==> config.mk <==
export PLATFORM = sky130hd
export DESIGN_NAME = board_top
export DESIGN_NICKNAME = d
export VERILOG_FILES = /design/src/board_pkg.sv /design/src/board_top.sv /design/src/key_debounce.sv /design/src/seg_display.sv /design/src/uart_control.sv /design/src/uart_rx.sv /design/src/uart_tx.sv
export SDC_FILE = /design/constraint.sdc
export NUM_CORES = 1
export LEC_CHECK = 0
export BUFFER_PORTS_ARGS = -buffer_cell sky130_fd_sc_hd__buf_2
export CAP_MARGIN = 20
export CORE_MARGIN = 4
export CORE_UTILIZATION = 28
export DETAILED_ROUTE_END_ITERATION = 16
export PLACE_DENSITY_LB_ADDON = 0.2
export SYNTH_ARGS = -nofsm -noshare
export SYNTH_HDL_FRONTEND = slang
export SYNTH_HIERARCHICAL = 1
export SYNTH_SLANG_ARGS = --single-unit
==> constraint.sdc <==
create_clock -name sys_clk -period 2.6 [get_ports sys_clk]
set_input_delay 0.13 -clock sys_clk [delete_from_list [all_inputs] [get_ports sys_clk]]
set_output_delay 0.13 -clock sys_clk [all_outputs]
set_load 0.02 [all_outputs]
==> src/board_pkg.sv <==
// board-wide timing defaults for a 50 MHz clock
// display nibble codes shared by the top level and the digit decoder
// UART receiver and transmitter state encodings
package board_pkg;

	// 50 MHz / 115200 baud
	localparam int clks_per_bit_default = 434;

	// 20 ms of stable level before a key change is accepted
	localparam int debounce_cycles_default = 1_000_000;

	// 1 ms per digit, so a full scan takes 8 ms
	localparam int scan_cycles_default = 50_000;

	// nibble codes for the display word
	// 0-9 and 12-14 show as hex glyphs
	localparam logic [3:0] code_blank = 4'd10;
	localparam logic [3:0] code_dash  = 4'd11;
	localparam logic [3:0] code_f     = 4'd15;

	typedef enum logic [1:0] {
		rx_idle,
		rx_start,
		rx_data,
		rx_stop
	} uart_rx_state_t;

	typedef enum logic [1:0] {
		tx_idle,
		tx_start,
		tx_data,
		tx_stop
	} uart_tx_state_t;

endpackage

==> src/board_top.sv <==
// trainer board top level
// keys and LEDs, host UART with echo and count report, status display
`timescale 1ns/1ps

module board_top import board_pkg::*; #(
	parameter int clks_per_bit    = clks_per_bit_default,
	parameter int debounce_cycles = debounce_cycles_default,
	parameter int scan_cycles     = scan_cycles_default
) (
	input  logic       sys_clk,
	input  logic       sys_rst_n,
	input  logic [3:0] key_in,
	output logic [7:0] led,
	output logic [7:0] seg_number,
	output logic [7:0] seg_choice,
	input  logic       uart_rx_port,
	output logic       uart_tx_port,
	output logic       uart_3v3_port,
	output logic       uart_gnd_port
);

	logic [3:0]  key_press;
	logic [7:0]  uart_rx_data;
	logic        uart_rx_valid;
	logic [7:0]  uart_tx_data;
	logic        uart_tx_start;
	logic        uart_tx_busy;
	logic [7:0]  last_byte;
	logic [7:0]  byte_count;
	logic [31:0] dsp_word;

	// supply pins for the host header
	assign uart_3v3_port = 1'b1;
	assign uart_gnd_port = 1'b0;

	// digit 7 down to digit 0: F, blank, dash, count, blank, last byte
	always_ff @(posedge sys_clk or negedge sys_rst_n) begin
		if (!sys_rst_n) begin
			dsp_word <= {code_f, {7{code_blank}}};
		end else begin
			dsp_word <= {code_f, code_blank, code_dash, byte_count[7:4], byte_count[3:0],
				code_blank, last_byte[7:4], last_byte[3:0]};
		end
	end

	key_debounce #(.debounce_cycles(debounce_cycles)) u_key_debounce (
		.sys_clk   (sys_clk),
		.sys_rst_n (sys_rst_n),
		.key_in    (key_in),
		.key_press (key_press),
		.led       (led)
	);

	uart_rx #(.clks_per_bit(clks_per_bit)) u_uart_rx (
		.sys_clk   (sys_clk),
		.sys_rst_n (sys_rst_n),
		.rx        (uart_rx_port),
		.rx_data   (uart_rx_data),
		.rx_valid  (uart_rx_valid)
	);

	// key 0 asks for a count report
	uart_control u_uart_control (
		.sys_clk    (sys_clk),
		.sys_rst_n  (sys_rst_n),
		.rx_data    (uart_rx_data),
		.rx_valid   (uart_rx_valid),
		.report_req (key_press[0]),
		.tx_busy    (uart_tx_busy),
		.tx_data    (uart_tx_data),
		.tx_start   (uart_tx_start),
		.last_byte  (last_byte),
		.byte_count (byte_count)
	);

	uart_tx #(.clks_per_bit(clks_per_bit)) u_uart_tx (
		.sys_clk   (sys_clk),
		.sys_rst_n (sys_rst_n),
		.tx_data   (uart_tx_data),
		.tx_start  (uart_tx_start),
		.tx        (uart_tx_port),
		.tx_busy   (uart_tx_busy)
	);

	seg_display #(.scan_cycles(scan_cycles)) u_seg_display (
		.sys_clk    (sys_clk),
		.sys_rst_n  (sys_rst_n),
		.seg_val    (dsp_word),
		.seg_number (seg_number),
		.seg_choice (seg_choice)
	);

endmodule

==> src/key_debounce.sv <==
// four-key debouncer for active-low push keys
// press pulses and one toggling LED per key
`timescale 1ns/1ps

module key_debounce import board_pkg::*; #(
	parameter int debounce_cycles = debounce_cycles_default
) (
	input  logic       sys_clk,
	input  logic       sys_rst_n,
	input  logic [3:0] key_in,
	output logic [3:0] key_press,
	output logic [7:0] led
);

	localparam int cnt_w = $clog2(debounce_cycles + 1);

	// synchronizer stages inverted so 1 means pressed
	logic [3:0]       key_meta;
	logic [3:0]       key_sync;
	// accepted debounced level per key
	logic [3:0]       key_state;
	logic [cnt_w-1:0] stable_cnt [4];
	logic [3:0]       led_toggle;

	always_ff @(posedge sys_clk or negedge sys_rst_n) begin
		if (!sys_rst_n) begin
			key_meta   <= '0;
			key_sync   <= '0;
			key_state  <= '0;
			key_press  <= '0;
			led_toggle <= '0;
			for (int i = 0; i < 4; i++) begin
				stable_cnt[i] <= '0;
			end
		end else begin
			key_meta  <= ~key_in;
			key_sync  <= key_meta;
			key_press <= '0;
			for (int i = 0; i < 4; i++) begin
				if (key_sync[i] == key_state[i]) begin
					// level agrees with the accepted state so the count restarts
					stable_cnt[i] <= '0;
				end else if (stable_cnt[i] == cnt_w'(debounce_cycles - 1)) begin
					stable_cnt[i] <= '0;
					key_state[i]  <= key_sync[i];
					// only the press edge counts while release stays silent
					if (key_sync[i]) begin
						key_press[i]  <= 1'b1;
						led_toggle[i] <= ~led_toggle[i];
					end
				end else begin
					stable_cnt[i] <= stable_cnt[i] + 1'b1;
				end
			end
		end
	end

	assign led = {key_state, led_toggle};

endmodule

==> src/seg_display.sv <==
// eight-digit scanner for a common-anode seven-segment display
// nibble to glyph decoder, segments and selects both active low
`timescale 1ns/1ps

module seg_display import board_pkg::*; #(
	parameter int scan_cycles = scan_cycles_default
) (
	input  logic        sys_clk,
	input  logic        sys_rst_n,
	input  logic [31:0] seg_val,
	output logic [7:0]  seg_number,
	output logic [7:0]  seg_choice
);

	localparam int cnt_w = $clog2(scan_cycles);

	logic [cnt_w-1:0] scan_cnt;
	logic [2:0]       digit_idx;
	logic [3:0]       nibble;
	logic [6:0]       glyph;

	always_ff @(posedge sys_clk or negedge sys_rst_n) begin
		if (!sys_rst_n) begin
			scan_cnt  <= '0;
			digit_idx <= '0;
		end else if (scan_cnt == cnt_w'(scan_cycles - 1)) begin
			scan_cnt  <= '0;
			digit_idx <= digit_idx + 1'b1;
		end else begin
			scan_cnt <= scan_cnt + 1'b1;
		end
	end

	assign nibble = seg_val[digit_idx*4 +: 4];

	// glyph bits are g down to a, 0 lights a segment
	always_comb begin
		case (nibble)
			4'd0:       glyph = 7'b100_0000;
			4'd1:       glyph = 7'b111_1001;
			4'd2:       glyph = 7'b010_0100;
			4'd3:       glyph = 7'b011_0000;
			4'd4:       glyph = 7'b001_1001;
			4'd5:       glyph = 7'b001_0010;
			4'd6:       glyph = 7'b000_0010;
			4'd7:       glyph = 7'b111_1000;
			4'd8:       glyph = 7'b000_0000;
			4'd9:       glyph = 7'b001_0000;
			code_blank: glyph = 7'b111_1111;
			code_dash:  glyph = 7'b011_1111;
			4'd12:      glyph = 7'b100_0110;
			4'd13:      glyph = 7'b010_0001;
			4'd14:      glyph = 7'b000_0110;
			code_f:     glyph = 7'b000_1110;
			default:    glyph = 7'b111_1111;
		endcase
	end

	// dp stays dark
	assign seg_number = {1'b1, glyph};
	assign seg_choice = ~(8'b0000_0001 << digit_idx);

endmodule

==> src/uart_control.sv <==
// byte counter, last received byte and echo of every byte
// key reports share the transmitter through a one-deep pending slot
`timescale 1ns/1ps

module uart_control (
	input  logic       sys_clk,
	input  logic       sys_rst_n,
	input  logic [7:0] rx_data,
	input  logic       rx_valid,
	input  logic       report_req,
	input  logic       tx_busy,
	output logic [7:0] tx_data,
	output logic       tx_start,
	output logic [7:0] last_byte,
	output logic [7:0] byte_count
);

	logic       pend_valid;
	logic [7:0] pend_data;
	logic       can_send;

	// a start already on the wire has not raised busy yet
	assign can_send = !tx_busy && !tx_start;

	always_ff @(posedge sys_clk or negedge sys_rst_n) begin
		if (!sys_rst_n) begin
			last_byte  <= '0;
			byte_count <= '0;
			tx_data    <= '0;
			tx_start   <= 1'b0;
			pend_valid <= 1'b0;
			pend_data  <= '0;
		end else begin
			tx_start <= 1'b0;
			if (rx_valid) begin
				last_byte  <= rx_data;
				byte_count <= byte_count + 1'b1;
			end

			if (can_send && pend_valid) begin
				tx_start   <= 1'b1;
				tx_data    <= pend_data;
				pend_valid <= 1'b0;
				// new arrivals refill the slot with echo first
				if (rx_valid) begin
					pend_valid <= 1'b1;
					pend_data  <= rx_data;
				end else if (report_req) begin
					pend_valid <= 1'b1;
					pend_data  <= byte_count;
				end
			end else if (can_send && rx_valid) begin
				tx_start <= 1'b1;
				tx_data  <= rx_data;
				if (report_req) begin
					pend_valid <= 1'b1;
					pend_data  <= byte_count;
				end
			end else if (can_send && report_req) begin
				tx_start <= 1'b1;
				tx_data  <= byte_count;
			end else if (rx_valid) begin
				// echo wins the slot over whatever waits there
				pend_valid <= 1'b1;
				pend_data  <= rx_data;
			end else if (report_req && !pend_valid) begin
				pend_valid <= 1'b1;
				pend_data  <= byte_count;
			end
		end
	end

endmodule

==> src/uart_rx.sv <==
// UART 8N1 receiver, one sample per bit taken at mid-bit
// start bit confirmed at half a bit, frames with a low stop bit are dropped
`timescale 1ns/1ps

module uart_rx import board_pkg::*; #(
	parameter int clks_per_bit = clks_per_bit_default
) (
	input  logic       sys_clk,
	input  logic       sys_rst_n,
	input  logic       rx,
	output logic [7:0] rx_data,
	output logic       rx_valid
);

	localparam int cnt_w = $clog2(clks_per_bit);
	localparam int half_bit = clks_per_bit / 2;

	logic             rx_meta;
	logic             rx_sync;
	uart_rx_state_t   state;
	logic [cnt_w-1:0] cnt;
	logic [2:0]       bit_idx;
	logic [7:0]       shift;
	logic             bit_end;

	assign bit_end = (cnt == cnt_w'(clks_per_bit - 1));

	// control path
	// the port rx_data hides the enum literal, so that state is package-qualified
	always_ff @(posedge sys_clk or negedge sys_rst_n) begin
		if (!sys_rst_n) begin
			rx_meta  <= 1'b1;
			rx_sync  <= 1'b1;
			state    <= rx_idle;
			cnt      <= '0;
			bit_idx  <= '0;
			rx_valid <= 1'b0;
		end else begin
			rx_meta  <= rx;
			rx_sync  <= rx_meta;
			rx_valid <= 1'b0;
			case (state)
				rx_idle: begin
					cnt <= '0;
					if (!rx_sync) begin
						state <= rx_start;
					end
				end
				rx_start: begin
					if (cnt == cnt_w'(half_bit - 1)) begin
						cnt     <= '0;
						bit_idx <= '0;
						// a glitch shorter than half a bit is ignored
						state   <= rx_sync ? rx_idle : board_pkg::rx_data;
					end else begin
						cnt <= cnt + 1'b1;
					end
				end
				board_pkg::rx_data: begin
					if (bit_end) begin
						cnt <= '0;
						if (bit_idx == 3'd7) begin
							state <= rx_stop;
						end else begin
							bit_idx <= bit_idx + 1'b1;
						end
					end else begin
						cnt <= cnt + 1'b1;
					end
				end
				default: begin
					// mid stop bit, back to idle for the next falling edge
					if (bit_end) begin
						cnt      <= '0;
						state    <= rx_idle;
						rx_valid <= rx_sync;
					end else begin
						cnt <= cnt + 1'b1;
					end
				end
			endcase
		end
	end

	// data path, LSB arrives first
	always_ff @(posedge sys_clk) begin
		if (state == board_pkg::rx_data && bit_end) begin
			shift <= {rx_sync, shift[7:1]};
		end
		if (state == rx_stop && bit_end && rx_sync) begin
			rx_data <= shift;
		end
	end

endmodule

==> src/uart_tx.sv <==
// UART 8N1 transmitter
// busy covers the start bit through the end of the stop bit
`timescale 1ns/1ps

module uart_tx import board_pkg::*; #(
	parameter int clks_per_bit = clks_per_bit_default
) (
	input  logic       sys_clk,
	input  logic       sys_rst_n,
	input  logic [7:0] tx_data,
	input  logic       tx_start,
	output logic       tx,
	output logic       tx_busy
);

	localparam int cnt_w = $clog2(clks_per_bit);

	uart_tx_state_t   state;
	logic [cnt_w-1:0] cnt;
	logic [2:0]       bit_idx;
	logic [7:0]       shift;
	logic             bit_end;

	assign bit_end = (cnt == cnt_w'(clks_per_bit - 1));
	assign tx_busy = (state != tx_idle);

	// ports tx_start and tx_data hide the enum literals of the same names
	always_ff @(posedge sys_clk or negedge sys_rst_n) begin
		if (!sys_rst_n) begin
			state   <= tx_idle;
			cnt     <= '0;
			bit_idx <= '0;
			tx      <= 1'b1;
		end else begin
			case (state)
				tx_idle: begin
					cnt <= '0;
					if (tx_start) begin
						// line goes low on the next cycle
						tx    <= 1'b0;
						state <= board_pkg::tx_start;
					end
				end
				board_pkg::tx_start: begin
					if (bit_end) begin
						cnt     <= '0;
						bit_idx <= '0;
						tx      <= shift[0];
						state   <= board_pkg::tx_data;
					end else begin
						cnt <= cnt + 1'b1;
					end
				end
				board_pkg::tx_data: begin
					if (bit_end) begin
						cnt <= '0;
						if (bit_idx == 3'd7) begin
							tx    <= 1'b1;
							state <= tx_stop;
						end else begin
							bit_idx <= bit_idx + 1'b1;
							// shift moves on this same edge
							tx      <= shift[1];
						end
					end else begin
						cnt <= cnt + 1'b1;
					end
				end
				default: begin
					if (bit_end) begin
						cnt   <= '0;
						state <= tx_idle;
					end else begin
						cnt <= cnt + 1'b1;
					end
				end
			endcase
		end
	end

	always_ff @(posedge sys_clk) begin
		if (state == tx_idle && tx_start) begin
			shift <= tx_data;
		end else if (state == board_pkg::tx_data && bit_end) begin
			shift <= {1'b0, shift[7:1]};
		end
	end

endmodule

Yosys cells after proc, flatten, opt, wreduce, memory -nomap -nowiden
Memory sizes are Yosys's and may differ from the RTL's.
Index checks and enable logic that the tools add are counted.

word-level totals
  register bits after elaboration = 223
  memory bits (read-only) = 112
  bits of input ports = 7
  output and inout bits = 27
  logic and storage cells = 200
  memories kept = 1

cells by class
  $add $sub $neg = 11
  eq/ne operators = 31
  shift operators = 2
  mux-type cells = 68
  bitwise operators = 10
  reductions and logical operators = 40

memories
  memory           words  width  rd ports  clocked after Yosys merged registers in  write ports  RTL line           text
  (no name shown)  16     7      1         0                                        0            seg_display.sv:38  case (nibble)

operator list
  cell                   count
  $mux 20                8
  $mux 8                 12
  $add 20x1->20 const B  4
  $eq 20x20->1 const B   4
  $mux 9                 4
  $shiftx 32x6->4        1
  $mux 2                 11
  $mux 1                 20
  $add 9x1->9 const B    2
  $eq 9x9->1 const B     2
  $mux 3                 6
  $pmux 9 s2             1
  $add 16x1->16 const B  1
  $eq 16x16->1 const B   1
  $mux 16                1
  $reduce_and 3->1       5
  $ne 2x1->1 const B     6
  $pmux 2 s3             2
  $pmux 3 s2             2
  $reduce_and 4->1       3
  $logic_and 1x1->1      10
  $reduce_and 2->1       5
  $reduce_and 5->1       2
  $reduce_bool 2->1      5
  other kinds (20)       44

Depth between registers and ports, before layout
  word-level depth = 7
  gate-level depth with buffers = 8
  mapped depth without buffers = 7

By module
Netlist, hierarchy kept.

modules (own cells, without submodules)
  module        instances  cells an instance  area an instance (um^2)  sequential area each (um^2)
  key_debounce  1          474                4744.6                   2502.4
  uart_control  1          196                1844.3                   850.8
  seg_display   1          141                1541.5                   475.5
  uart_rx       1          103                1397.6                   908.4
  uart_tx       1          105                1169.9                   616.8
  board_top     1          21                 457.9                    435.4

Least setup slack after synthesis
No wires, ideal clock.

  path kind = register to output
  from = register u_seg_display.digit_idx[0]
  to = output port seg_number[1]
  arrival time = 2.337 ns
  required time = 2.470 ns
  slack = 0.133 ns
  cell stages (with the launch flop) = 8
  path buffers = 1
  path through = dfrtp_1 -> buf_6 -> mux4_2 -> mux2i_1 -> inv_1 -> ha_1 -> mux2_1 -> o2bb2ai_1

between the ends
  longest elaborated chain between the ends = 2

RTL lines
  item                    RTL line           text
  start, declared         seg_display.sv:18  logic [2:0] digit_idx;
  start signal, assigned  seg_display.sv:28  digit_idx <= digit_idx + 1'b1;
  $shiftx 32x6->4         seg_display.sv:34  assign nibble = seg_val[digit_idx*4 +: 4];
  $mem_v2 16x7            --
  end, declared           board_top.sv:14    output logic [7:0] seg_number,

No other way between the ends.

Final worst setup path
  from = register u_seg_display.digit_idx[0]
  to = output port seg_number[3]

The elaborated chain is that of the path after synthesis.

==> impl_metrics.py <==
metrics = {
    "synthesis": {
        "synth_cells": 1035,
        "synth.yosys.warnings": 6,
        "syn_area_sq_um": 11100,
        "syn_area_per_cell_sq_um": 10.7,
    },
    "route": {
        "finalWirelength_um": 22000,
        "detail-route-antenna-nets": 0,
        "drc_errors": 0,
        "routed-wl-met2_um": 9920,
        "vias_per_cell": 4.61,
        "via_count": 7578,
        "top_layer": "met4",
        "post_drt_wl_per_cell_um": 13.4,
        "dr.pass1.iters": 4,
        "drtIter0Drc": 401,
        "m1WireLength_um": 11000,
        "wl_met3_um": 717,
    },
    "worst_setup_path": {
        "cpLargestDelayFamily": "multiplexers",
        "crit_slowest_cell": "mux4_2",
        "end_kind": "primary output",
        "cp_cell_sequence": "buf_6 -> mux4_2 -> mux2i_4 -> inv_4 -> ha_4 -> mux2i_1 -> mux2i_1 -> buf_4",
        "critPathBufInv": 3,
        "setup.worst_path.class": "reg2out",
        "cpMostUsedCell": "mux2i_1",
        "path_max_fanout": 5,
        "startpoint_type": "flop",
        "worstPathArrival_ns": 2.55,
        "critPathMaxStageDelay_ns": 0.51,
        "required_ns": 2.47,
    },
    "floorplanning": {
        "die_area_sq_um": 42800,
        "ios": 34,
        "std_cell_rows": 72,
        "core_area_sq_um": 38800,
        "die_w_um": 207,
        "die_y_um": 207,
        "start_util_pct": 28.5,
    },
    "power": {
        "clkPwrFrac_pct": 48.2,
        "intPower_mw": 5.62,
        "pwr-share-comb_pct": 2.2,
        "total_power_mw": 7.17,
        "seqPwrFrac_pct": 49.7,
        "leakage_nw": 5.19,
        "peakVddDrop_mv": 0.398,
        "p_per_area_nw_per_um2": 552,
        "sw_frac_of_total_pct": 21.7,
        "switching_power_mw": 1.56,
    },
    "global_routing": {
        "overflow": 0,
        "antenna_found_initial": 0,
        "grt_pass1_wl_um": 37600,
        "grt_pass1_vias": 7471,
        "grt_max_degree": 69,
        "grt_usage_pct": 10.3,
    },
    "sta": {
        "slew-limit-headroom_pct": 52.6,
        "period_share_pct": 103,
        "finClkSkew_ns": 0.0120,
        "slew_violations": 0,
        "period_minus_slack_ns": 2.68,
        "fmax_mhz": 373,
        "whs_ns": 0.152,
        "grt_setup_unrepaired": "true",
        "tightestPinTransition_ns": 0.706,
        "layout_setup_ws_ns": -0.0781,
        "finalSetupViolations": 7,
        "finalHoldViolCount": 0,
    },
    "status": {
        "status": "finished with violations",
        "violations": "negative setup slack",
    },
    "run": {
        "max_cap_violations": 0,
    },
    "layout": {
        "insertedDiodeCount": 0,
        "drive_gt1_share_pct": 15.0,
        "final_nets": 1150,
        "fillers": 3904,
        "final_area_sq_um": 13000,
        "syn2layout_area_growth_pct": 17.5,
    },
    "clock_tree": {
        "root_buffer": "clkbuf_16",
        "clock_sinks": 223,
        "clock_path_buffers": 3,
        "cts_buffers": 27,
        "insertion_delay_ns": 0.52,
        "path_clk_slew_ns": 0.06,
        "cts_tree": "done",
        "h-tree-depth": 1,
    },
    "place": {
        "numPortBuffers": 30,
        "dpl.hpwl_um": 14600,
        "globalplace.congestion": 0.777,
        "post_dp_cell_area_sq_um": 11900,
    },
    "worst_hold_path": {
        "holdCritPathClass": "in2async",
    },
}
==> registers in the layout, indices dropped and copies added, names as in the netlist, 8 cells and up <==
| signal | cells |
|---|---|
| u_key_debounce/stable_cnt | 80 |
| dsp_word | 17 |
| u_seg_display/scan_cnt | 16 |
| u_uart_rx/cnt | 9 |
| u_uart_tx/cnt | 9 |
| u_uart_control/byte_count | 8 |
| u_uart_control/last_byte | 8 |
| u_uart_control/pend_data | 8 |
| u_uart_control/tx_data | 8 |
| u_uart_rx/rx_data | 8 |
| u_uart_rx/shift | 8 |
| u_uart_tx/shift | 8 |
==> worst paths after layout <==
| path | startpoint | to | slack [ns] | cells after the start |
|---|---|---|---|---|
| setup / recovery | u_seg_display/digit_idx[0] | seg_number[3] | -0.08 | 8 |
| min in group sys_clk | key_in[3] | u_key_debounce/key_meta[3] | 0.27 | 3 |
| max in group asynchronous | sys_rst_n | u_uart_rx/rx_sync | 1.70 | 3 |
| hold / removal | sys_rst_n | u_uart_tx/cnt[5] | 0.15 | 2 |
| setup reg to reg | u_key_debounce/stable_cnt[20] | u_key_debounce/stable_cnt[38] | 0.45 | 5 |
| hold reg to reg | u_key_debounce/key_meta[3] | u_key_debounce/key_sync[3] | 0.35 | 0 |
==> cell type report <==
| type | count | area, sq um | area share (%) |
|---|---|---|---|
| tap | 518 | 648 | 4.99 |
| timing repair buffer | 65 | 523 | 4.02 |
| sequential | 223 | 5720 | 44.0 |
| clock inverter | 15 | 100 | 0.770 |
| multi-input combinational | 735 | 5090 | 39.2 |
| clock buffer | 34 | 712 | 5.48 |
| inverter | 55 | 209 | 1.61 |
==> worst reg2reg max path: cells and delay by family, from the launching register on <==
kind	cells	cell delay (ns)
AOI/OAI and AO/OA	1	0.14
adders and majority gates	1	0.23
DFF	1	0.40
and+or+nand+nor	3	1.30
==> through the flow <==
| stage | TNS [ns] | setup slack, ns | cells | utilization, % |
|---|---|---|---|---|
| 2_1_floorplan | 0 | 0.133 | 1051 | - |
| 3_3_place_gp | 0 | 0.310 | 1581 | 30.7 |
| 3_5_place_dp | 0 | 0.238 | 1581 | 30.7 |
| 4_1_cts | -0.591 | -0.0938 | 1641 | 33.4 |
| 5_1_grt | -1.46 | -0.236 | 1645 | 33.5 |
| 6_report | -0.454 | -0.0781 | 1645 | 33.5 |
==> cell usage in the layout, fill, tap and decap left out, types with 19 or more instances in the layout <==
cell type / n
nand2_1: 81
buf_4: 25
inv_1: 53
nor2_1: 99
nand3_1: 47
ha_1: 31
dfrtp_1: 186
o31ai_1: 19
o21ai_0: 35
edfxtp_1: 24
xnor2_1: 61
conb_1: 19
buf_2: 22
xor2_1: 23
a21oi_1: 31
clkbuf_16: 27
==> metal layers <==
layer | global-route usage (%) | vias to the layer above
li1 | - | 3812
met1 | 14.6 | 3669
met2 | 16.6 | 74
met3 | 1.66 | 23
met4 | 2.46 | 0
met5 | 0 | -
==> power by group through the flow <==
| stage | clock, mW | sequential, mW | combinational, mW |
|---|---|---|---|
| after floorplan | 0 | 3.62 | 0.0627 |
| after global placement | 0 | 3.63 | 0.157 |
| after detailed placement | 0 | 3.63 | 0.156 |
| after CTS | 3.61 | 3.56 | 0.164 |
| after global routing | 3.76 | 3.56 | 0.186 |
| final | 3.45 | 3.56 | 0.155 |
==> what timing repair did <==
| action | 4_1_cts | 5_1_grt |
|---|---|---|
| endpoints found under the setup margin | 7 | 7 |
| buffers inserted | 5 | 4 |
| hold buffers | 6 | 0 |
| endpoints found under the hold margin | 70 | 0 |
| pin swaps | 3 | 2 |
| resized for setup | 28 | 6 |
Power figures use the tool's default switching activity.
